### config.mk
export PLATFORM = sky130hd
export DESIGN_NAME = zports
export DESIGN_NICKNAME = d
export VERILOG_FILES = /design/src/z80bus_pkg.sv /design/src/portcfg_pkg.sv /design/src/io_strobe.sv /design/src/port_decode.sv /design/src/xt_regs.sv /design/src/paging_regs.sv /design/src/read_mux.sv /design/src/zports.sv
export VERILOG_INCLUDE_DIRS = /design/src
export SDC_FILE = /design/constraint.sdc
export NUM_CORES = 1
export LEC_CHECK = 0
export ABC_AREA = 0
export BUFFER_PORTS_ARGS = -buffer_cell sky130_fd_sc_hd__clkbuf_2
export CORE_MARGIN = 5
export CORE_UTILIZATION = 30
export CTS_CLUSTER_DIAMETER = 200
export DETAILED_ROUTE_END_ITERATION = 8
export GPL_ROUTABILITY_DRIVEN = 0
export PLACE_DENSITY = 0.66
export SYNTH_ARGS = -nofsm -noshare
export SYNTH_HDL_FRONTEND = slang
export SYNTH_SLANG_ARGS = --single-unit
### constraint.sdc
create_clock -name zclk -period 2.05 [get_ports zclk]
set_clock_uncertainty 0.15 [all_clocks]
set_input_delay 0.205 -clock zclk [delete_from_list [all_inputs] [get_ports zclk]]
set_output_delay 0.205 -clock zclk [all_outputs]
set_load 0.01 [all_outputs]
### src/zports_macros.svh
////////////////////
// port addresses, extension register indices and reset values
// for the z80 i/o port block
////////////////////
`ifndef ZPORTS_MACROS_SVH
`define ZPORTS_MACROS_SVH

// low address byte of the kept ports
`define PORT_FE       8'hFE
`define PORT_F6       8'hF6
`define PORT_FD       8'hFD   // 7ffd paging
`define PORT_F7       8'hF7   // eff7
`define PORT_XT       8'hAF   // extension port #nnAF
`define PORT_BF       8'hBF   // shadow enable, nmi set
`define PORT_BE       8'hBE   // nmi end
`define PORT_KJOY     8'h1F
`define PORT_KMOUSE   8'hDF

////////////////////
// extension register index, high address byte of #nnAF
`define XT_STAT       8'h00   // read side of index 00
`define XT_VCONF      8'h00
`define XT_VPAGE      8'h01
`define XT_X_OFFSL    8'h02
`define XT_X_OFFSH    8'h03
`define XT_Y_OFFSL    8'h04
`define XT_Y_OFFSH    8'h05
`define XT_TSCONF     8'h06
`define XT_PALSEL     8'h07
`define XT_BORDER     8'h0F
`define XT_RAMPAGE    8'h10   // 10..13
`define XT_FMADDR     8'h15
`define XT_TGPAGE     8'h18
`define XT_SYSCONF    8'h20
`define XT_MEMCONF    8'h21
`define XT_HINT       8'h22
`define XT_VINT_L     8'h23
`define XT_VINT_H     8'h24
`define XT_IM2VECT    8'h25
`define XT_FDDVIRT    8'h29
`define XT_OVERR      8'h2A

// dma setup registers
`define XT_DMA_SADDRL 8'h1A
`define XT_DMA_SADDRH 8'h1B
`define XT_DMA_SADDRX 8'h1C
`define XT_DMA_DADDRL 8'h1D
`define XT_DMA_DADDRH 8'h1E
`define XT_DMA_DADDRX 8'h1F
`define XT_DMA_LEN    8'h26
`define XT_DMA_CTRL   8'h27
`define XT_DMA_NUM    8'h28

////////////////////
// reset values, atm flavour
`define RST_SYSCONF   8'h01   // turbo 7 MHz
`define RST_RAMPAGE0  8'h00
`define RST_RAMPAGE1  8'h05
`define RST_RAMPAGE2  8'h02
`define RST_RAMPAGE3  8'h00
`define RST_IM2VECT   8'hFF

`endif

### src/z80bus_pkg.sv
////////////////////
// z80 bus view and i/o strobe types
////////////////////
package z80bus_pkg;

	// bus as seen by the port block
	typedef struct packed
	{
		logic [15:0] addr;
		logic [7:0]  din;    // data written by the cpu
		logic        iorq_n;
		logic        rd_n;
		logic        wr_n;
	} z80_bus_t;

	// one-cycle strobes, one per i/o cycle
	typedef struct packed
	{
		logic port_wr;
		logic port_rd;
	} io_pulse_t;

endpackage

### src/portcfg_pkg.sv
////////////////////
// port selects, configuration registers,
// video write strobes and paging state
////////////////////
package portcfg_pkg;

	// decoded port selects, one bit per port
	typedef struct packed
	{
		logic fe;
		logic f6;
		logic fd;
		logic f7;     // a8 qualified by shadow
		logic xt;
		logic bf;
		logic be;
		logic kjoy;   // outside shadow only
		logic kmouse;
	} port_sel_t;

	// extension port register file
	typedef struct packed
	{
		logic [7:0] sysconf;
		logic [7:0] memconf;
		logic [7:0] im2vect;
		logic [3:0] fddvirt;
		logic [4:0] fmaddr;
		logic [3:0] xt_override;   // per-window page override
	} xt_cfg_t;

	// video write strobes
	typedef struct packed
	{
		logic zborder;
		logic border;
		logic zvpage;
		logic vpage;
		logic vconf;
		logic x_offsl;
		logic x_offsh;
		logic y_offsl;
		logic y_offsh;
		logic tsconf;
		logic palsel;
		logic tgpage;
		logic hint_beg;
		logic vint_begl;
		logic vint_begh;
	} vid_wr_t;

	typedef struct packed
	{
		logic [7:0] p7ffd;
		logic [7:0] peff7_raw;   // before the block1m mask
	} paging_t;

endpackage

### src/io_strobe.sv
////////////////////
// i/o cycle edge detector
////////////////////
`timescale 1ns/1ps

module io_strobe
	import z80bus_pkg::*;
(
	input  logic      zclk,
	input  logic      rst_n,
	input  z80_bus_t  bus,
	output io_pulse_t pulse
);

	logic iowr;
	logic iord;
	logic iowr_q;   // level seen last cycle
	logic iord_q;

	assign iowr = ~(bus.iorq_n | bus.wr_n);
	assign iord = ~(bus.iorq_n | bus.rd_n);

	// leading edge only, a held cycle gives one pulse
	always_ff @(posedge zclk)
	begin
		if (!rst_n)
		begin
			iowr_q        <= 1'b0;
			iord_q        <= 1'b0;
			pulse.port_wr <= 1'b0;
			pulse.port_rd <= 1'b0;
		end
		else
		begin
			iowr_q        <= iowr;
			iord_q        <= iord;
			pulse.port_wr <= iowr & ~iowr_q;
			pulse.port_rd <= iord & ~iord_q;
		end
	end

endmodule

### src/port_decode.sv
////////////////////
// low address byte decoder, porthit and dataout
////////////////////
`timescale 1ns/1ps
`include "zports_macros.svh"

module port_decode
	import z80bus_pkg::*;
	import portcfg_pkg::*;
(
	input  z80_bus_t  bus,
	input  logic      shadow,
	output port_sel_t sel,
	output logic      porthit,
	output logic      dataout
);

	logic [7:0] loa;
	logic       f7_addr;
	logic       iord;

	assign loa     = bus.addr[7:0];
	assign f7_addr = (loa == `PORT_F7);
	assign iord    = ~(bus.iorq_n | bus.rd_n);

	////////////////////
	// selects
	assign sel.fe     = (loa == `PORT_FE);
	assign sel.f6     = (loa == `PORT_F6);
	assign sel.fd     = (loa == `PORT_FD);
	assign sel.xt     = (loa == `PORT_XT);
	assign sel.bf     = (loa == `PORT_BF);
	assign sel.be     = (loa == `PORT_BE);
	assign sel.kmouse = (loa == `PORT_KMOUSE);

	// joystick shares 1F with the fdc command port in shadow mode
	assign sel.kjoy = (loa == `PORT_KJOY) & ~shadow;

	// xEF7 style: a8 set in normal mode, cleared in shadow mode
	assign sel.f7 = f7_addr & (bus.addr[8] ^ shadow);

	////////////////////
	// internal port hit, keeps the external bus off
	assign porthit = sel.fe | sel.f6 | sel.fd | sel.xt
		| sel.bf | sel.be | sel.kmouse | sel.kjoy
		| (f7_addr & ~shadow);   // f7 counted outside shadow only

	assign dataout = porthit & iord;

endmodule

### src/xt_regs.sv
////////////////////
// extension port #nnAF register file
// video and dma write strobes
////////////////////
`timescale 1ns/1ps
`include "zports_macros.svh"

module xt_regs
	import z80bus_pkg::*;
	import portcfg_pkg::*;
(
	input  logic        zclk,
	input  logic        rst_n,
	input  z80_bus_t    bus,
	input  logic        sel_xt,
	input  io_pulse_t   pulse,
	input  logic        p7ffd_wr,
	output xt_cfg_t     cfg,
	output logic [31:0] xt_page,
	output vid_wr_t     vid_wr,
	input  logic        sel_fe,
	output logic [8:0]  dmaport_wr,
	output logic        p7ffd_rom,
	output logic        romrw_en
);

	logic [7:0]      hoa;       // register index
	logic            xt_wr;
	logic            rp_hit;    // one of the four page windows
	logic            lock128;
	logic [3:0][7:0] rampage;

	assign hoa     = bus.addr[15:8];
	assign xt_wr   = sel_xt & pulse.port_wr;
	assign rp_hit  = ((hoa & 8'hFC) == `XT_RAMPAGE);
	assign lock128 = (cfg.memconf[7:6] == 2'b01);

	assign xt_page   = rampage;
	assign p7ffd_rom = cfg.memconf[0];
	assign romrw_en  = cfg.memconf[1];

	////////////////////
	// registers
	always_ff @(posedge zclk)
	begin
		if (!rst_n)
		begin
			cfg.sysconf     <= `RST_SYSCONF;
			cfg.memconf     <= 8'h00;   // atm mode
			cfg.im2vect     <= `RST_IM2VECT;
			cfg.fddvirt     <= 4'h0;
			cfg.fmaddr      <= 5'h00;
			cfg.xt_override <= 4'h0;
			rampage[0]      <= `RST_RAMPAGE0;
			rampage[1]      <= `RST_RAMPAGE1;
			rampage[2]      <= `RST_RAMPAGE2;
			rampage[3]      <= `RST_RAMPAGE3;
		end
		else if (p7ffd_wr)
		begin
			// 128k paging through 7ffd, upper bits dropped under lock128
			cfg.memconf[0] <= bus.din[4];
			rampage[3]     <= {3'b000, lock128 ? 2'b00 : bus.din[7:6], bus.din[2:0]};
		end
		else if (xt_wr)
		begin
			if (rp_hit)
			begin
				rampage[hoa[1:0]]         <= bus.din;
				cfg.xt_override[hoa[1:0]] <= 1'b1;   // page write turns override on
			end
			case (hoa)
				`XT_OVERR:   cfg.xt_override <= bus.din[3:0];
				`XT_FMADDR:  cfg.fmaddr      <= bus.din[4:0];
				`XT_SYSCONF: cfg.sysconf     <= bus.din;
				`XT_MEMCONF: cfg.memconf     <= bus.din;
				`XT_IM2VECT: cfg.im2vect     <= bus.din;
				`XT_FDDVIRT: cfg.fddvirt     <= bus.din[3:0];
				default:     ;
			endcase
		end
	end

	////////////////////
	// strobes, aligned with port_wr
	assign vid_wr.zborder   = sel_fe & pulse.port_wr;
	assign vid_wr.border    = xt_wr & (hoa == `XT_BORDER);
	assign vid_wr.zvpage    = p7ffd_wr;
	assign vid_wr.vpage     = xt_wr & (hoa == `XT_VPAGE);
	assign vid_wr.vconf     = xt_wr & (hoa == `XT_VCONF);
	assign vid_wr.x_offsl   = xt_wr & (hoa == `XT_X_OFFSL);
	assign vid_wr.x_offsh   = xt_wr & (hoa == `XT_X_OFFSH);
	assign vid_wr.y_offsl   = xt_wr & (hoa == `XT_Y_OFFSL);
	assign vid_wr.y_offsh   = xt_wr & (hoa == `XT_Y_OFFSH);
	assign vid_wr.tsconf    = xt_wr & (hoa == `XT_TSCONF);
	assign vid_wr.palsel    = xt_wr & (hoa == `XT_PALSEL);
	assign vid_wr.tgpage    = xt_wr & (hoa == `XT_TGPAGE);
	assign vid_wr.hint_beg  = xt_wr & (hoa == `XT_HINT);
	assign vid_wr.vint_begl = xt_wr & (hoa == `XT_VINT_L);
	assign vid_wr.vint_begh = xt_wr & (hoa == `XT_VINT_H);

	assign dmaport_wr[0] = xt_wr & (hoa == `XT_DMA_SADDRL);
	assign dmaport_wr[1] = xt_wr & (hoa == `XT_DMA_SADDRH);
	assign dmaport_wr[2] = xt_wr & (hoa == `XT_DMA_SADDRX);
	assign dmaport_wr[3] = xt_wr & (hoa == `XT_DMA_DADDRL);
	assign dmaport_wr[4] = xt_wr & (hoa == `XT_DMA_DADDRH);
	assign dmaport_wr[5] = xt_wr & (hoa == `XT_DMA_DADDRX);
	assign dmaport_wr[6] = xt_wr & (hoa == `XT_DMA_LEN);
	assign dmaport_wr[7] = xt_wr & (hoa == `XT_DMA_CTRL);
	assign dmaport_wr[8] = xt_wr & (hoa == `XT_DMA_NUM);

endmodule

### src/paging_regs.sv
////////////////////
// 7ffd, eff7 and bf registers, shadow flag, nmi controls
////////////////////
`timescale 1ns/1ps

module paging_regs
	import z80bus_pkg::*;
	import portcfg_pkg::*;
(
	input  logic       zclk,
	input  logic       rst_n,
	input  z80_bus_t   bus,
	input  logic       dos,
	input  port_sel_t  sel,
	input  io_pulse_t  pulse,
	output paging_t    paging,
	output logic [7:0] peff7,
	output logic       shadow,
	output logic       p7ffd_wr,
	output logic       p7ffd_1m_on,
	output logic       p7ffd_ram0_0,
	output logic       set_nmi,
	output logic       clr_nmi
);

	logic [7:0] p7ffd;
	logic [7:0] peff7_int;
	logic       shadow_en;   // bf bit 0
	logic       block1m;

	assign shadow = dos | shadow_en;

	// a15 low only, bit 5 locks the port until reset
	assign p7ffd_wr = sel.fd & pulse.port_wr & ~bus.addr[15] & ~p7ffd[5];

	always_ff @(posedge zclk)
	begin
		if (!rst_n)
		begin
			p7ffd     <= 8'h00;
			peff7_int <= 8'h00;
			shadow_en <= 1'b0;
			set_nmi   <= 1'b0;
		end
		else
		begin
			if (p7ffd_wr)
				p7ffd <= bus.din;
			if (sel.f7 & pulse.port_wr & ~bus.addr[12] & ~shadow)   // eff7 ignored in shadow
				peff7_int <= bus.din;
			if (sel.bf & pulse.port_wr)
			begin
				shadow_en <= bus.din[0];
				set_nmi   <= bus.din[3];
			end
		end
	end

	assign clr_nmi = sel.be & pulse.port_wr;   // nmi handler exit

	////////////////////
	assign block1m      = peff7_int[2];
	assign peff7        = block1m ? (peff7_int & 8'b1011_0001) : peff7_int;
	assign p7ffd_1m_on  = ~peff7_int[2];
	assign p7ffd_ram0_0 = peff7_int[3];

	assign paging.p7ffd     = p7ffd;
	assign paging.peff7_raw = peff7_int;

endmodule

### src/read_mux.sv
////////////////////
// z80 read data multiplexer
////////////////////
`timescale 1ns/1ps
`include "zports_macros.svh"

module read_mux
	import z80bus_pkg::*;
	import portcfg_pkg::*;
(
	input  z80_bus_t    bus,
	input  port_sel_t   sel,
	input  logic [31:0] xt_page,
	input  logic        shadow,
	input  logic        set_nmi,
	input  logic [4:0]  keys_in,
	input  logic        tape_read,
	input  logic [4:0]  kj_in,
	input  logic [7:0]  mus_in,
	input  logic        dma_act,
	output logic [7:0]  dout
);

	logic [7:0] hoa;
	logic [7:0] xt_dout;

	assign hoa = bus.addr[15:8];

	// only status and the upper two pages read back on #nnAF
	always_comb
	begin
		case (hoa)
			`XT_STAT:               xt_dout = {dma_act, 7'b000_0000};
			`XT_RAMPAGE + 8'd2:     xt_dout = xt_page[23:16];
			`XT_RAMPAGE + 8'd3:     xt_dout = xt_page[31:24];
			default:                xt_dout = 8'hFF;
		endcase
	end

	always_comb
	begin
		if (sel.fe | sel.f6)
			dout = {1'b1, tape_read, 1'b0, keys_in};   // keyboard and tape in
		else if (sel.xt)
			dout = xt_dout;
		else if (sel.kjoy)
			dout = {3'b000, kj_in};
		else if (sel.kmouse)
			dout = mus_in;
		else if (sel.bf)
			dout = {4'b0000, set_nmi, 2'b00, shadow};
		else
			dout = 8'hFF;   // floating bus
	end

endmodule

### src/zports.sv
////////////////////
// z80 i/o port block, top level
////////////////////
`timescale 1ns/1ps

module zports
	import z80bus_pkg::*;
	import portcfg_pkg::*;
(
	input  logic        zclk,
	input  logic        rst_n,
	input  z80_bus_t    bus,
	input  logic [4:0]  keys_in,    // port fe
	input  logic        tape_read,
	input  logic [4:0]  kj_in,      // kempston joystick
	input  logic [7:0]  mus_in,     // mouse
	input  logic        dos,
	input  logic        dma_act,
	output logic [7:0]  dout,
	output logic        porthit,
	output logic        dataout,
	output xt_cfg_t     cfg,
	output logic [31:0] xt_page,
	output vid_wr_t     vid_wr,
	output logic [8:0]  dmaport_wr,
	output logic        p7ffd_rom,
	output logic        romrw_en,
	output paging_t     paging,
	output logic [7:0]  peff7,
	output logic        shadow,
	output logic        p7ffd_1m_on,
	output logic        p7ffd_ram0_0,
	output logic        set_nmi,
	output logic        clr_nmi
);

	io_pulse_t pulse;
	port_sel_t sel;
	logic      p7ffd_wr;

	io_strobe u_strobe (.zclk(zclk), .rst_n(rst_n), .bus(bus), .pulse(pulse));

	port_decode u_decode
	(
		.bus(bus), .shadow(shadow), .sel(sel),
		.porthit(porthit), .dataout(dataout)
	);

	paging_regs u_paging
	(
		.zclk(zclk), .rst_n(rst_n), .bus(bus), .dos(dos), .sel(sel), .pulse(pulse),
		.paging(paging), .peff7(peff7), .shadow(shadow), .p7ffd_wr(p7ffd_wr),
		.p7ffd_1m_on(p7ffd_1m_on), .p7ffd_ram0_0(p7ffd_ram0_0),
		.set_nmi(set_nmi), .clr_nmi(clr_nmi)
	);

	xt_regs u_xt
	(
		.zclk(zclk), .rst_n(rst_n), .bus(bus), .sel_xt(sel.xt), .pulse(pulse),
		.p7ffd_wr(p7ffd_wr), .cfg(cfg), .xt_page(xt_page), .vid_wr(vid_wr),
		.sel_fe(sel.fe), .dmaport_wr(dmaport_wr),
		.p7ffd_rom(p7ffd_rom), .romrw_en(romrw_en)
	);

	read_mux u_rdmux
	(
		.bus(bus), .sel(sel), .xt_page(xt_page), .shadow(shadow), .set_nmi(set_nmi),
		.keys_in(keys_in), .tape_read(tape_read), .kj_in(kj_in), .mus_in(mus_in),
		.dma_act(dma_act), .dout(dout)
	);

endmodule

==> metrics.txt <==
run status complete, but fails checks; failing checks setup timing; PortBufs 182; crit start category register; initial antenna violation count 1; grt ovf 0; clock root buffer clkbuf_16; Reg2Reg Setup Slack about 0.090 ns; fin area 6770 sq um; Peak Freq 472 MHz; leakage power 2.78 nW; yosys warns 0; vias per cell 5.41; WP data required 1.69 ns; Clk Latency, worst-skew pair 0.34 ns; TritonCTS buffer count 9; Slew HR 59.9%; switching share of power 24.0%; clk sinks 89; post-synthesis sequential area ratio roughly two fifths; DP HPWL between 10000 and 15000 um; Mapped Area 4650 sq um; power share of the clock group 47.6%; Starting Density a little over 30%; WHS Endpoint u_paging.p7ffd[3]$_SDFFE_PN0P_; internal power roughly 0.0031 W; DIE AREA 18100 sq um; reg2reg path depth 5; gr usage total 20.4%; Slew Limit Fails 0; wirelength, routed 19000 um; reg2reg end u_xt.cfg[8]$_SDFFE_PN0P_; fin crit share 103%; unrepaired setup endpoints after global routing true; DR WL/cell 19.0 um; Hold Crit Class primary input to register; setup slack after layout -0.0667 ns; hold depth 4; EDFF count, synth 0; Worst Path Arrival 1.76 ns; htree depth 3; maxcap violations 0; Final nets 861; Die Wd 134 um; hold_sp rst_n; Longest Clk Path Bufs 2; core box area ~15000 sq um; post-layout util about 45%; post-synthesis async set-or-reset flop share 0%; Synth Flop Type dfxtp_1; vias 5436; fraction of layout instances using a drive strength above 1 40.8%; NetSw between 0.0009 and 0.001 W; Setup CP Type register to output port; # diodes 0; Post-Syn Instances 596; flops & latches, synth 89; Critical Path Sink Type output port; global-route wire length before repair 29100 um; # DRC 0; syn nets 646; Final min period 2.12 ns; final hold slack 0.100 ns; 1st-iter DRT viols 394; Area growth syn-to-layout 45.7%; Reg2Reg Launch Point u_paging.p7ffd[5]$_SDFFE_PN0P_; Die Y 134 um; clock-pin slew on the worst setup and hold paths 0.07 ns; std cell rows 45; Worst Path Max Fanout 4; Worst Max-Slew Pin Slew between 0.6 and 0.7 ns; number of global-route vias before repair 5138; drt pass-1 iters 5; sum of negative setup slack -0.348 ns; total power per unit cell area 598 nW/um^2; CTS tree yes; sequential share of power 42.8%; Max IR drop VDD around 460 uV; largest net degree at the start of global routing 52; Post-DP Area slightly above 6000 sq um; Yosys cell types between 60 and 70; Post-DRT Antenna Nets 0; Logic pwr share 9.7%; Finish-stage setup viols 10; final hold violation count 0; Avg Cell Area, Syn 7.79 sq um; num ports 184
[kinds of logic after synthesis]
| logic type | Yosys count | share of synthesized area, % |
|---|---|---|
| AND/OR/NAND/NOR | 234 | 27.9 |
| flip-flops | 89 | 38.4 |
| buffers and inverters | 70 | 6.68 |
| AO/OA/AOI/OAI | 191 | 24.6 |
| other | 1 | 0.0807 |
| multiplexers | 11 | 2.40 |
[cells in the final DEF (no fill, tap or decap), drive strengths merged, types with 2 or more instances in the layout]
cell type / n
nor2: 29
dlygate4sd3: 3
and4: 3
or4: 3
or3: 4
a22oi: 6
a211o: 3
nor4: 7
a22o: 3
nor3b: 3
o221a: 7
o21ai: 71
nand4: 9
bufinv: 3
and3: 2
a211oi: 4
or2: 3
nor4b: 3
clkinv: 2
nand2b: 8
nand4b: 2
inv: 4
o211ai: 6
or4b: 3
o211a: 3
and2: 7
clkbuf: 173
nor3: 26
dfxtp: 89
a21boi: 2
mux2i: 10
nand3: 69
a21oi: 72
nand2: 39
nor2b: 9
a31oi: 3
buf: 104
[power groups by stage]
stage	Clock, W	Combinational (W)	Sequential, W
final	0.00192	0.000391	0.00173
after global routing	0.00205	0.000419	0.00173
after global placement	0	0.000352	0.00177
after floorplan	0	0.000169	0.00177
after detailed placement	0	0.000354	0.00177
after CTS	0.00195	0.000374	0.00173
[layout make-up]
cell class / instances / area (sq um)
fillers: 1541 / 8430
multi-input cells: 437 / 2720
inverters: 4 / 15.0
well taps: 188 / 235
clock buffers: 10 / 229
clock inverters: 6 / 115
flip-flops and latches: 89 / 1790
repair buffers: 270 / 1670
[worst max-delay path: stages (launching register included)]
cell,delay [ns]
dfxtp_4,0.37
nor4_4,0.28
a211o_1,0.12
nand4_1,0.10
buf_4,0.18
o221a_2,0.24
clkbuf_2,0.12
[routing by layer]
layer / up-vias / global-route usage (%) / share of wire (%)
li1: 2609 / - / -
met3: 29 / 5.85 / 8.2
met4: 2 / 5.49 / 1.9
met5: - / 0 / 0.037
met1: 2572 / 26.5 / 42
met2: 224 / 33.4 / 48
[sequential cells by signal, summed over array words and instances, names as in the netlist]
register            flops
u_paging.shadow_en      1
u_xt.cfg               37
u_paging.p7ffd          8
u_strobe.pulse          1
u_paging.set_nmi        1
u_strobe.iowr_q         1
u_paging.peff7_int      8
u_xt.xt_page           32
[synthesized netlist by cell type, types with 2 or more instances]
master / instances / area share (%)
o21ai_0: 66 / 7.1
inv_1: 3 / 0.24
nor4b_1: 2 / 0.38
a211o_1: 3 / 0.57
nand2b_1: 8 / 1.1
nor3_1: 25 / 2.7
nand3_1: 69 / 7.4
buf_4: 9 / 1.5
a22oi_1: 6 / 0.97
o211a_1: 3 / 0.65
or4_1: 3 / 0.48
nor2_1: 29 / 2.3
or2_2: 2 / 0.27
nor4_1: 2 / 0.27
and4_1: 3 / 0.57
or3_1: 4 / 0.54
a211oi_1: 4 / 0.65
nor2b_1: 9 / 1.2
and2_1: 5 / 0.67
a21boi_0: 2 / 0.32
nor3b_1: 3 / 0.48
and3_1: 2 / 0.27
a31oi_1: 3 / 0.40
o221a_2: 4 / 0.97
o211ai_1: 6 / 0.97
nand4b_1: 2 / 0.38
dfxtp_1: 89 / 38
mux2i_1: 10 / 2.2
a22o_1: 3 / 0.57
nor4_2: 3 / 0.81
clkbuf_1: 50 / 4.0
and2_0: 2 / 0.27
nand2_1: 39 / 3.2
o221a_1: 3 / 0.73
buf_2: 4 / 0.43
nor4_4: 2 / 0.92
a21oi_1: 72 / 7.8
o21ai_1: 5 / 0.54
nand4_1: 9 / 1.2
[worst max-delay path by stage]
stage / start / endpoint / slack, ns / cells after the start
finish: u_paging.shadow_en$_SDFFE_PN0P_ / dout[1] / -0.07 / 6
global placement: bus[18] / dmaport_wr[2] / -0.10 / 7
detailed placement: bus[26] / dmaport_wr[6] / -0.1 / 6
CTS: u_paging.shadow_en$_SDFFE_PN0P_ / dout[2] / -0.07 / 6
floorplan: bus[23] / u_xt.cfg[2]$_SDFFE_PN0P_ / 0.01 / 6
global route: u_paging.shadow_en$_SDFFE_PN0P_ / dout[2] / -0.15 / 6
[timing repair]
| item | CTS | global route |
|---|---|---|
| hold buffers | 3 | 0 |
| pin swaps | 9 | 11 |
| endpoints found under the hold margin | 2 | 0 |
| setup endpoints to repair | 36 | 28 |
| setup buffers | 5 | 6 |
| gates resized for setup | 29 | 48 |
[per-stage QoR]
| stage | std cells | setup slack, ns | power (W) |
|---|---|---|---|
| finish | 1004 | -0.0667 | 0.00405 |
| global placement | 975 | -0.102 | 0.00212 |
| CTS | 999 | -0.0706 | 0.00405 |
| global route | 1004 | -0.145 | 0.00419 |
| detailed placement | 975 | -0.0996 | 0.00212 |
| floorplan | 596 | 0.0108 | 0.00194 |
(Power assumes the default switching activity.)
